===== src/hdl/rv_defs.svh =====
`ifndef RV_DEFS_SVH
`define RV_DEFS_SVH

// Data path width
`define RV_XLEN         32

// First fetch address out of reset
`define RV_RESET_PC     32'h0000_0000

// ------------------------------------------------------------
// Major opcodes, instr[6:0]
// ------------------------------------------------------------
`define RV_OP_LUI       7'b0110111
`define RV_OP_AUIPC     7'b0010111
`define RV_OP_JAL       7'b1101111
`define RV_OP_JALR      7'b1100111
`define RV_OP_BRANCH    7'b1100011
`define RV_OP_LOAD      7'b0000011
`define RV_OP_STORE     7'b0100011
`define RV_OP_IMM       7'b0010011
`define RV_OP_REG       7'b0110011

// ------------------------------------------------------------
// ALU operations
// ------------------------------------------------------------
`define RV_ALU_ADD      4'd0
`define RV_ALU_SUB      4'd1
`define RV_ALU_SLL      4'd2
`define RV_ALU_SLT      4'd3
`define RV_ALU_SLTU     4'd4
`define RV_ALU_XOR      4'd5
`define RV_ALU_SRL      4'd6
`define RV_ALU_SRA      4'd7
`define RV_ALU_OR       4'd8
`define RV_ALU_AND      4'd9
`define RV_ALU_NE       4'd10

// First ALU operand select
`define RV_SRC1_REG     2'd0
`define RV_SRC1_PC      2'd1
`define RV_SRC1_ZERO    2'd2

`endif


===== src/hdl/rv_pkg.sv =====
`default_nettype none

`include "rv_defs.svh"

package rv_pkg;

    // Data or address word
    typedef logic [`RV_XLEN-1:0] word_t;

    // Register index
    typedef logic [4:0] reg_addr_t;

    // ALU operation code
    typedef logic [3:0] alu_op_t;

    // Instruction sequencer states
    typedef enum logic [2:0] {
        FETCH,
        DECODE,
        EXECUTE,
        MEMORY,
        WRITEBACK
    } core_state_e;

    // Decoded control, one instruction at a time
    typedef struct packed {
        logic       reg_wen;
        logic       mem_wen;
        logic       mem_ren;
        logic       jump;
        // Set for JALR only
        logic       jump_reg;
        logic       branch;
        // BEQ, BGE, BGEU take the branch on a false compare
        logic       branch_inv;
        alu_op_t    alu_op;
        logic [1:0] src1_sel;
        logic       src2_imm;
        word_t      imm;
    } ctrl_t;

    // Master side of the Wishbone bus
    typedef struct packed {
        logic       cyc;
        logic       stb;
        logic       we;
        word_t      adr;
        word_t      dat_w;
        logic [3:0] sel;
    } wb_req_t;

    // Slave response
    typedef struct packed {
        logic       ack;
        word_t      dat_r;
    } wb_rsp_t;

endpackage

`default_nettype wire


===== src/hdl/rv_control.sv =====
`timescale 1ns/10ps
`default_nettype none

`include "rv_defs.svh"

module rv_control (
    input  rv_pkg::word_t instr,
    output rv_pkg::ctrl_t ctrl
);

    import rv_pkg::*;

    // Instruction fields
    logic [6:0] opcode;
    logic [2:0] funct3;
    logic [6:0] funct7;

    // Immediates of each format, sign extended
    word_t imm_i;
    word_t imm_s;
    word_t imm_b;
    word_t imm_u;
    word_t imm_j;

    assign opcode = instr[6:0];
    assign funct3 = instr[14:12];
    assign funct7 = instr[31:25];

    assign imm_i = {{20{instr[31]}}, instr[31:20]};
    assign imm_s = {{20{instr[31]}}, instr[31:25], instr[11:7]};
    assign imm_b = {{19{instr[31]}}, instr[31], instr[7], instr[30:25], instr[11:8], 1'b0};
    assign imm_u = {instr[31:12], 12'b0};
    assign imm_j = {{11{instr[31]}}, instr[31], instr[19:12], instr[20], instr[30:21], 1'b0};

    // ------------------------------------------------------------
    // Opcode decode
    // ------------------------------------------------------------
    always_comb begin
        // Unknown opcodes decode to a no-op
        ctrl          = '0;
        ctrl.alu_op   = `RV_ALU_ADD;
        ctrl.src1_sel = `RV_SRC1_REG;
        ctrl.imm      = imm_i;
        case (opcode)
            `RV_OP_LUI: begin
                ctrl.reg_wen  = 1'b1;
                ctrl.src1_sel = `RV_SRC1_ZERO;
                ctrl.src2_imm = 1'b1;
                ctrl.imm      = imm_u;
            end
            `RV_OP_AUIPC: begin
                ctrl.reg_wen  = 1'b1;
                ctrl.src1_sel = `RV_SRC1_PC;
                ctrl.src2_imm = 1'b1;
                ctrl.imm      = imm_u;
            end
            `RV_OP_JAL: begin
                // ALU forms pc + offset, link written from pc + 4
                ctrl.reg_wen  = 1'b1;
                ctrl.jump     = 1'b1;
                ctrl.src1_sel = `RV_SRC1_PC;
                ctrl.src2_imm = 1'b1;
                ctrl.imm      = imm_j;
            end
            `RV_OP_JALR: begin
                ctrl.reg_wen  = 1'b1;
                ctrl.jump     = 1'b1;
                ctrl.jump_reg = 1'b1;
                ctrl.src2_imm = 1'b1;
            end
            `RV_OP_BRANCH: begin
                // Compare rs1 with rs2, offset goes out on imm
                ctrl.branch = 1'b1;
                ctrl.imm    = imm_b;
                case (funct3)
                    3'b000: begin
                        ctrl.alu_op     = `RV_ALU_NE;
                        ctrl.branch_inv = 1'b1;
                    end
                    3'b001: ctrl.alu_op = `RV_ALU_NE;
                    3'b100: ctrl.alu_op = `RV_ALU_SLT;
                    3'b101: begin
                        ctrl.alu_op     = `RV_ALU_SLT;
                        ctrl.branch_inv = 1'b1;
                    end
                    3'b110: ctrl.alu_op = `RV_ALU_SLTU;
                    3'b111: begin
                        ctrl.alu_op     = `RV_ALU_SLTU;
                        ctrl.branch_inv = 1'b1;
                    end
                    // Reserved funct3 never taken
                    default: ctrl.branch = 1'b0;
                endcase
            end
            `RV_OP_LOAD: begin
                ctrl.reg_wen  = 1'b1;
                ctrl.mem_ren  = 1'b1;
                ctrl.src2_imm = 1'b1;
            end
            `RV_OP_STORE: begin
                ctrl.mem_wen  = 1'b1;
                ctrl.src2_imm = 1'b1;
                ctrl.imm      = imm_s;
            end
            `RV_OP_IMM, `RV_OP_REG: begin
                ctrl.reg_wen  = 1'b1;
                ctrl.src2_imm = (opcode == `RV_OP_IMM);
                case (funct3)
                    // SUB only exists in the register form
                    3'b000: ctrl.alu_op = (opcode == `RV_OP_REG && funct7[5]) ?
                                          `RV_ALU_SUB : `RV_ALU_ADD;
                    3'b001: ctrl.alu_op = `RV_ALU_SLL;
                    3'b010: ctrl.alu_op = `RV_ALU_SLT;
                    3'b011: ctrl.alu_op = `RV_ALU_SLTU;
                    3'b100: ctrl.alu_op = `RV_ALU_XOR;
                    3'b101: ctrl.alu_op = funct7[5] ? `RV_ALU_SRA : `RV_ALU_SRL;
                    3'b110: ctrl.alu_op = `RV_ALU_OR;
                    default: ctrl.alu_op = `RV_ALU_AND;
                endcase
            end
            default: ;
        endcase

        // One bus direction per instruction
        assert (!(ctrl.mem_wen && ctrl.mem_ren));
    end

endmodule

`default_nettype wire


===== src/hdl/rv_alu.sv =====
`timescale 1ns/10ps
`default_nettype none

`include "rv_defs.svh"

module rv_alu (
    input  rv_pkg::alu_op_t op,
    input  rv_pkg::word_t   a,
    input  rv_pkg::word_t   b,
    output rv_pkg::word_t   result
);

    import rv_pkg::*;

    // Shift amount, low five bits only
    logic [4:0] shamt;

    // Compare flags
    logic lt_s;
    logic lt_u;
    logic ne;

    assign shamt = b[4:0];
    assign lt_s  = $signed(a) < $signed(b);
    assign lt_u  = a < b;
    assign ne    = a != b;

    // ------------------------------------------------------------
    // Result select
    // ------------------------------------------------------------
    always_comb begin
        case (op)
            `RV_ALU_ADD:  result = a + b;
            `RV_ALU_SUB:  result = a - b;
            `RV_ALU_SLL:  result = a << shamt;
            `RV_ALU_SRL:  result = a >> shamt;
            // Arithmetic shift keeps the sign
            `RV_ALU_SRA:  result = word_t'($signed(a) >>> shamt);
            `RV_ALU_XOR:  result = a ^ b;
            `RV_ALU_OR:   result = a | b;
            `RV_ALU_AND:  result = a & b;
            // Compares return 0 or 1 in bit 0
            `RV_ALU_SLT:  result = {{(`RV_XLEN-1){1'b0}}, lt_s};
            `RV_ALU_SLTU: result = {{(`RV_XLEN-1){1'b0}}, lt_u};
            `RV_ALU_NE:   result = {{(`RV_XLEN-1){1'b0}}, ne};
            default:      result = a + b;
        endcase
    end

endmodule

`default_nettype wire


===== src/hdl/rv_regfile.sv =====
`timescale 1ns/10ps
`default_nettype none

module rv_regfile (
    input  wire                clk,
    input  wire                reset,
    input  rv_pkg::reg_addr_t  rs1_addr,
    input  rv_pkg::reg_addr_t  rs2_addr,
    output rv_pkg::word_t      rs1_data,
    output rv_pkg::word_t      rs2_data,
    input  wire                wen,
    input  rv_pkg::reg_addr_t  rd_addr,
    input  rv_pkg::word_t      rd_data
);

    import rv_pkg::*;

    // x1 to x31, x0 has no storage
    word_t regs [1:31];

    // Write port, x0 writes dropped
    always_ff @(posedge clk) begin
        if (reset) begin
            for (int i = 1; i < 32; i++) begin
                regs[i] <= '0;
            end
        end else if (wen && rd_addr != 5'd0) begin
            regs[rd_addr] <= rd_data;
        end
    end

    // Asynchronous read ports
    assign rs1_data = (rs1_addr == 5'd0) ? '0 : regs[rs1_addr];
    assign rs2_data = (rs2_addr == 5'd0) ? '0 : regs[rs2_addr];

endmodule

`default_nettype wire


===== src/hdl/rv_pc_counter.sv =====
`timescale 1ns/10ps
`default_nettype none

`include "rv_defs.svh"

module rv_pc_counter (
    input  wire           clk,
    input  wire           reset,
    input  wire           step,
    input  wire           load,
    input  rv_pkg::word_t target,
    output rv_pkg::word_t pc
);

    import rv_pkg::*;

    word_t pc_q;

    // Load wins, step is the sequential path
    always_ff @(posedge clk) begin
        if (reset) begin
            pc_q <= `RV_RESET_PC;
        end else if (load) begin
            pc_q <= target;
        end else if (step) begin
            pc_q <= pc_q + 32'd4;
        end
    end

    assign pc = pc_q;

    // Sequencer asks for one update at a time
    assert property (@(posedge clk) disable iff (reset) !(step && load));

    // Fetch addresses stay on word boundaries
    assert property (@(posedge clk) disable iff (reset) pc_q[1:0] == 2'b00);

endmodule

`default_nettype wire


===== src/hdl/rv_core_fsm.sv =====
`timescale 1ns/10ps
`default_nettype none

module rv_core_fsm (
    input  wire             clk,
    input  wire             reset,
    output rv_pkg::wb_req_t wb_req,
    input  rv_pkg::wb_rsp_t wb_rsp,
    output rv_pkg::word_t   instr,
    input  rv_pkg::ctrl_t   ctrl,
    input  rv_pkg::word_t   pc,
    input  rv_pkg::word_t   alu_result,
    input  rv_pkg::word_t   rs2_data,
    output logic            reg_wen,
    output rv_pkg::word_t   rd_data,
    output logic            pc_step,
    output logic            pc_load,
    output rv_pkg::word_t   pc_target
);

    import rv_pkg::*;

    core_state_e state_q;

    // Bus master registers
    logic  bus_cyc_q;
    logic  bus_we_q;
    word_t bus_adr_q;
    word_t bus_dat_q;

    // Instruction, load data and next PC decision
    word_t instr_q;
    word_t load_q;
    logic  take_q;
    word_t target_q;

    word_t pc_plus4;
    word_t next_pc;
    word_t jump_target;
    logic  branch_hit;

    assign pc_plus4 = pc + 32'd4;
    assign next_pc  = take_q ? target_q : pc_plus4;

    // Compare in bit 0 is flipped for BEQ, BGE and BGEU
    assign branch_hit = alu_result[0] ^ ctrl.branch_inv;

    // Branch target from a side adder while the ALU holds the compare
    always_comb begin
        if (ctrl.jump_reg) begin
            jump_target = {alu_result[31:1], 1'b0};
        end else if (ctrl.jump) begin
            jump_target = alu_result;
        end else begin
            jump_target = pc + ctrl.imm;
        end
    end

    // ------------------------------------------------------------
    // Sequencer and bus handshake
    // ------------------------------------------------------------
    always_ff @(posedge clk) begin
        if (reset) begin
            state_q   <= FETCH;
            bus_cyc_q <= 1'b0;
            bus_we_q  <= 1'b0;
            instr_q   <= '0;
            take_q    <= 1'b0;
        end else begin
            case (state_q)
                FETCH: begin
                    if (!bus_cyc_q) begin
                        // First fetch after reset as WRITEBACK opens the later ones
                        bus_cyc_q <= 1'b1;
                        bus_we_q  <= 1'b0;
                    end else if (wb_rsp.ack) begin
                        instr_q   <= wb_rsp.dat_r;
                        bus_cyc_q <= 1'b0;
                        state_q   <= DECODE;
                    end
                end
                DECODE: begin
                    state_q <= EXECUTE;
                end
                EXECUTE: begin
                    take_q <= ctrl.jump || (ctrl.branch && branch_hit);
                    if (ctrl.mem_ren || ctrl.mem_wen) begin
                        bus_cyc_q <= 1'b1;
                        bus_we_q  <= ctrl.mem_wen;
                        state_q   <= MEMORY;
                    end else begin
                        state_q <= WRITEBACK;
                    end
                end
                MEMORY: begin
                    if (wb_rsp.ack) begin
                        bus_cyc_q <= 1'b0;
                        bus_we_q  <= 1'b0;
                        state_q   <= WRITEBACK;
                    end
                end
                WRITEBACK: begin
                    // Next fetch goes out with the PC update
                    bus_cyc_q <= 1'b1;
                    bus_we_q  <= 1'b0;
                    state_q   <= FETCH;
                end
                default: begin
                    state_q <= FETCH;
                end
            endcase
        end
    end

    // Address, store data and captured words
    always_ff @(posedge clk) begin
        case (state_q)
            FETCH: begin
                if (!bus_cyc_q) begin
                    bus_adr_q <= pc;
                end
            end
            EXECUTE: begin
                bus_adr_q <= alu_result;
                bus_dat_q <= rs2_data;
                target_q  <= jump_target;
            end
            MEMORY: begin
                if (wb_rsp.ack) begin
                    load_q <= wb_rsp.dat_r;
                end
            end
            WRITEBACK: begin
                bus_adr_q <= next_pc;
            end
            default: ;
        endcase
    end

    // stb follows cyc on word-wide accesses
    always_comb begin
        wb_req.cyc   = bus_cyc_q;
        wb_req.stb   = bus_cyc_q;
        wb_req.we    = bus_we_q;
        wb_req.adr   = bus_adr_q;
        wb_req.dat_w = bus_dat_q;
        wb_req.sel   = 4'hf;
    end

    assign instr = instr_q;

    // Writeback and PC update
    assign reg_wen   = (state_q == WRITEBACK) && ctrl.reg_wen;
    assign pc_load   = (state_q == WRITEBACK) && take_q;
    assign pc_step   = (state_q == WRITEBACK) && !take_q;
    assign pc_target = target_q;

    // Link for jumps, load word, else ALU
    always_comb begin
        if (ctrl.jump) begin
            rd_data = pc_plus4;
        end else if (ctrl.mem_ren) begin
            rd_data = load_q;
        end else begin
            rd_data = alu_result;
        end
    end

    // Strobe never rises outside a bus cycle
    assert property (@(posedge clk) disable iff (reset) $rose(wb_req.stb) |-> wb_req.cyc);

endmodule

`default_nettype wire


===== src/hdl/rv_core_top.sv =====
`timescale 1ns/10ps
`default_nettype none

`include "rv_defs.svh"

module rv_core_top (
    input  wire             clk,
    input  wire             reset,
    output rv_pkg::wb_req_t wb_req,
    input  rv_pkg::wb_rsp_t wb_rsp
);

    import rv_pkg::*;

    word_t instr;
    ctrl_t ctrl;
    word_t rs1_data;
    word_t rs2_data;
    word_t pc;
    word_t alu_a;
    word_t alu_b;
    word_t alu_result;
    logic  reg_wen;
    word_t rd_data;
    logic  pc_step;
    logic  pc_load;
    word_t pc_target;

    // ------------------------------------------------------------
    // Operand selection
    // ------------------------------------------------------------
    always_comb begin
        case (ctrl.src1_sel)
            `RV_SRC1_PC:   alu_a = pc;
            `RV_SRC1_ZERO: alu_a = '0;
            default:       alu_a = rs1_data;
        endcase
    end

    assign alu_b = ctrl.src2_imm ? ctrl.imm : rs2_data;

    rv_core_fsm fsm0 (
        .clk        (clk),
        .reset      (reset),
        .wb_req     (wb_req),
        .wb_rsp     (wb_rsp),
        .instr      (instr),
        .ctrl       (ctrl),
        .pc         (pc),
        .alu_result (alu_result),
        .rs2_data   (rs2_data),
        .reg_wen    (reg_wen),
        .rd_data    (rd_data),
        .pc_step    (pc_step),
        .pc_load    (pc_load),
        .pc_target  (pc_target)
    );

    rv_control control0 (
        .instr (instr),
        .ctrl  (ctrl)
    );

    // Register indices straight from the held instruction
    rv_regfile regfile0 (
        .clk      (clk),
        .reset    (reset),
        .rs1_addr (instr[19:15]),
        .rs2_addr (instr[24:20]),
        .rs1_data (rs1_data),
        .rs2_data (rs2_data),
        .wen      (reg_wen),
        .rd_addr  (instr[11:7]),
        .rd_data  (rd_data)
    );

    rv_alu alu0 (
        .op     (ctrl.alu_op),
        .a      (alu_a),
        .b      (alu_b),
        .result (alu_result)
    );

    rv_pc_counter pc0 (
        .clk    (clk),
        .reset  (reset),
        .step   (pc_step),
        .load   (pc_load),
        .target (pc_target),
        .pc     (pc)
    );

endmodule

`default_nettype wire


===== config.mk =====
export PLATFORM = sky130hd
export DESIGN_NAME = rv_core_top
export DESIGN_NICKNAME = d
export VERILOG_FILES = /design/src/hdl/rv_pkg.sv /design/src/hdl/rv_control.sv /design/src/hdl/rv_alu.sv /design/src/hdl/rv_regfile.sv /design/src/hdl/rv_pc_counter.sv /design/src/hdl/rv_core_fsm.sv /design/src/hdl/rv_core_top.sv
export VERILOG_INCLUDE_DIRS = /design/src /design/src/hdl
export SDC_FILE = /design/constraint.sdc
export NUM_CORES = 2
export LEC_CHECK = 0
export BUFFER_PORTS_ARGS = -buffer_cell sky130_fd_sc_hd__buf_2
export CAP_MARGIN = 40
export CORE_ASPECT_RATIO = 0.9
export CORE_MARGIN = 4
export CORE_UTILIZATION = 59
export CTS_CLUSTER_DIAMETER = 80
export DETAILED_ROUTE_END_ITERATION = 10
export PLACE_DENSITY = 0.79
export SETUP_SLACK_MARGIN = 0.2
export SYNTH_ARGS = -nofsm -noshare
export SYNTH_HDL_FRONTEND = slang
export SYNTH_SLANG_ARGS = --single-unit

===== constraint.sdc =====
create_clock -name clk -period 7.6 [get_ports clk]
set_input_delay 0 -clock clk [delete_from_list [all_inputs] [get_ports clk]]
set_output_delay 0 -clock clk [all_outputs]
set_load 0.005 [all_outputs]

==> key figures <==
Power
  • Clk network pwr share: 31.6%
  • Sw frac: 34.3%
  • Combinational power share: 28.7%
  • Max VDD drop: 0.000228 V
  • P_sw: 6.81 mW
  • Leakage: 29.5 nW
  • Internal Power: 13.1 mW
  • Sequential Power Share: 39.7%
  • Pwr/cell area: 239 nW/um^2

Detailed routing
  • Met3 Routed Length: 48.1 mm
  • Drt total wl: 310 mm
  • Top Layer Used: met5
  • Vias per inst: 7.41
  • DRT Pass-1 Iters: 6
  • Vias: 62.6k
  • Routed Antenna Nets: 0
  • DRT iter0 DRCs: 11.1k
  • WL/cell: 36.7 um
  • Met2 routed WL: 134 mm
  • Routed length on met1: 102 mm
  • # DRC: 0

Synth
  • Mean Syn Cell Area: 11.4 sq um
  • Register area share after synthesis: 48.8%
  • Synth Flop Type: edfxtp_1
  • Cells after Synth: 6,528
  • Synth warn: 0
  • Number of synthesized flops with an enable pin: 1,152
  • Synth unique cells: 103
  • #FFs+latches synth: 1,232
  • Synth Cell Area: 74,200 sq um
  • Ys async rst share: 0%

Timing
  • Actual slew at the worst max-slew pin: 1040 ps
  • Setup TNS: 0 ps
  • Peak Freq: 139 MHz
  • Endpoints failing hold: 0
  • Final Hold Slack: 22.9 ps
  • Fin crit share: 94.9%
  • Unrepaired setup endpoints after global routing: yes
  • Clk_skew: 51.3 ps
  • Period minus WS final: 7220 ps
  • Rel. slew slack: 29.8%
  • Pins over their slew limit: 0
  • Count of final setup violators: 0

Placed design
  • Buffers on Ports: 101
  • Post-place instance area: 78,400 sq um
  • Final Wtd Congestion: 1.11
  • Final HPWL from detailed placement: 211 mm

Global routing
  • Total gr overflow: 0
  • Pin count of the biggest net entering global routing: 81
  • Initial antenna violation count: 14
  • Number of global-route vias before repair: 60.0k
  • GRT Total Usage: 46.3%
  • Global-route wire length before repair: 434 mm

Die
  • IO Pins: 106
  • Rows: 123
  • Placeable Area: 125,000 sq um
  • Initial Util: 59.4%
  • Die ar.: 132,000 sq um
  • Die H: 345 um
  • Die X: 382 um

Finish
  • Cell area after layout: 83,200 sq um
  • Layout cells sized above 1: 21.0%
  • Area Overhead vs Synth: 12.1%
  • Most frequent cells in the layout: edfxtp_1, nor2_1, mux4_2
  • Leading cell type in the layout, fill and taps excluded: edfxtp_1
  • NumNets Final: 6,819

Setup path
  • Cells on worst reg2reg path: 25
  • FF-to-FF End: regfile0.regs[21][0]$_SDFFCE_PN0P_
  • CP Data Required Time: 8210 ps
  • CP Launch Type: register
  • CP endpoint kind: register
  • Crit-path max FO: 32
  • Crit path to: regfile0.regs[21][0]$_SDFFCE_PN0P_
  • Slowest CP cell: mux4_2
  • Kind of critical path: register to register
  • Largest stage delay on the critical path: 530 ps
  • Crit path DAT: 7830 ps
  • R2r setup slk: 380 ps

CTS
  • H-tree Lvls: 4
  • Clk buf depth: 3
  • TritonCTS clock tree: yes
  • Clock Latency Late Sink: 800 ps
  • Reg clk slew, reported paths: 70 ps
  • Clk sinks: 1,232
  • Total CTS buffers: 130
  • Root buf cell: clkbuf_16

Min path
  • Type of the most critical hold path: input port to register

Outcome
  • Status: complete, no violations

Job
  • Max Cap Viol: 0
[kinds of logic (layout without fill, tap and decap cells)]
group                    count (synthesis)  count (layout)  synth area share [%]
other                                    2              43                0.0101
flip-flops                            1232            1232                  48.8
buffers and inverters                  808            1000                  4.66
XOR/XNOR                                80              80                 0.944
AND/OR/NAND/NOR                       2147            2147                  12.6
multiplexers                           881             881                  20.0
adder cells (fa/ha/maj)                133             133                  2.27
AO/OA/AOI/OAI                         1245            1245                  10.8
[worst min-delay path by stage]
stage          slack (ps)                           to        from  cells after the start
3_5_place_dp          190     fsm0.load_q[2]$_DFFE_PP_   wb_rsp[2]                      1
3_3_place_gp          200     fsm0.load_q[0]$_DFFE_PP_   wb_rsp[0]                      1
5_1_grt                10    fsm0.load_q[25]$_DFFE_PP_  wb_rsp[25]                      2
2_1_floorplan         100     fsm0.load_q[0]$_DFFE_PP_   wb_rsp[0]                      0
4_1_cts                 3    fsm0.load_q[25]$_DFFE_PP_  wb_rsp[25]                      2
6_report               20  fsm0.instr[11]$_SDFFE_PP0P_  wb_rsp[11]                      4
[critical path: cells and delay by family (launching register included)]
| family | cells | cell delay (ps) |
|---|---|---|
| adder cells (fa/ha/maj) | 1 | 470 |
| AND/OR/NAND/NOR | 4 | 850 |
| multiplexers | 2 | 930 |
| buffers and inverters | 6 | 1380 |
| AO/OA/AOI/OAI | 12 | 2770 |
| flip-flops | 1 | 470 |
[flip-flops by register name, indices dropped and copies added (netlist names), named ones only]
register	flops
regfile0.regs	1024
fsm0.bus_adr_q	32
fsm0.bus_dat_q	32
fsm0.instr	32
fsm0.load_q	32
fsm0.pc_target	32
pc0.pc	32
fsm0.state_q	3
fsm0.bus_cyc_q	1
fsm0.bus_we_q	1
fsm0.take_q	1
[cells in the mapped netlist (52+ instances only)]
library cell	count	area share, %
edfxtp_1	1152	47
nor2_1	1142	5.8
mux4_2	469	14
a21oi_1	419	2.8
nand2_1	415	2.1
clkbuf_1	389	2.0
mux2i_1	322	4.3
o21ai_0	226	1.5
inv_1	165	0.83
nor3_1	149	1.0
buf_2	137	0.92
ha_1	130	2.2
mux2_2	88	1.3
nor2b_1	85	0.72
nand3_1	84	0.57
dfxtp_1	80	2.2
a22oi_1	75	0.76
a211oi_1	69	0.70
nand2b_1	61	0.51
and3_1	58	0.49
buf_1	58	0.29
o211ai_1	52	0.53
[power groups by stage]
stage	Sequential (mW)	Clock (mW)	Combinational (mW)
2_1_floorplan	7.93	0	3.08
6_report	7.90	6.29	5.70
3_5_place_dp	8.02	0	5.36
5_1_grt	7.91	6.57	5.83
3_3_place_gp	7.99	0	5.32
4_1_cts	7.88	6.26	5.42
[metrics by stage]
stage / util (%) / setup WS (ps) / instances / total power [mW]
finish: 66.6 / 384 / 8448 / 19.9
global route: 66.6 / 184 / 8441 / 20.3
CTS: 66.5 / 385 / 8434 / 19.6
detailed placement: 62.8 / 452 / 8141 / 13.4
global placement: 62.4 / 53.8 / 8111 / 13.3
floorplan: - / 707 / 6562 / 11.0
[what timing repair did]
action | 4_1_cts | 5_1_grt
hold endpoints to repair | 92 | 0
hold buffers | 58 | 0
setup buffers | 0 | 2
setup endpoints to repair | 0 | 325
resized for setup | 0 | 10
[metal layers]
metal,track usage [%],vias to the layer above
met5,0.835,-
met4,29.3,6
met3,15.8,1421
met2,69.3,6274
met1,58.2,30200
li1,-,24600
[area by class of cell]
| class | instances | area, sq um |
|---|---|---|
| multi-input cells | 4522 | 35100 |
| flip-flops and latches | 1232 | 36200 |
| diodes | 7 | 17.5 |
| well taps | 1687 | 2110 |
| inverters | 181 | 681 |
| repair buffers | 584 | 5040 |
| clock buffers | 169 | 3460 |
| fillers | 8959 | 41700 |
| clock inverters | 66 | 648 |
Power figures use the tool's default switching activity.
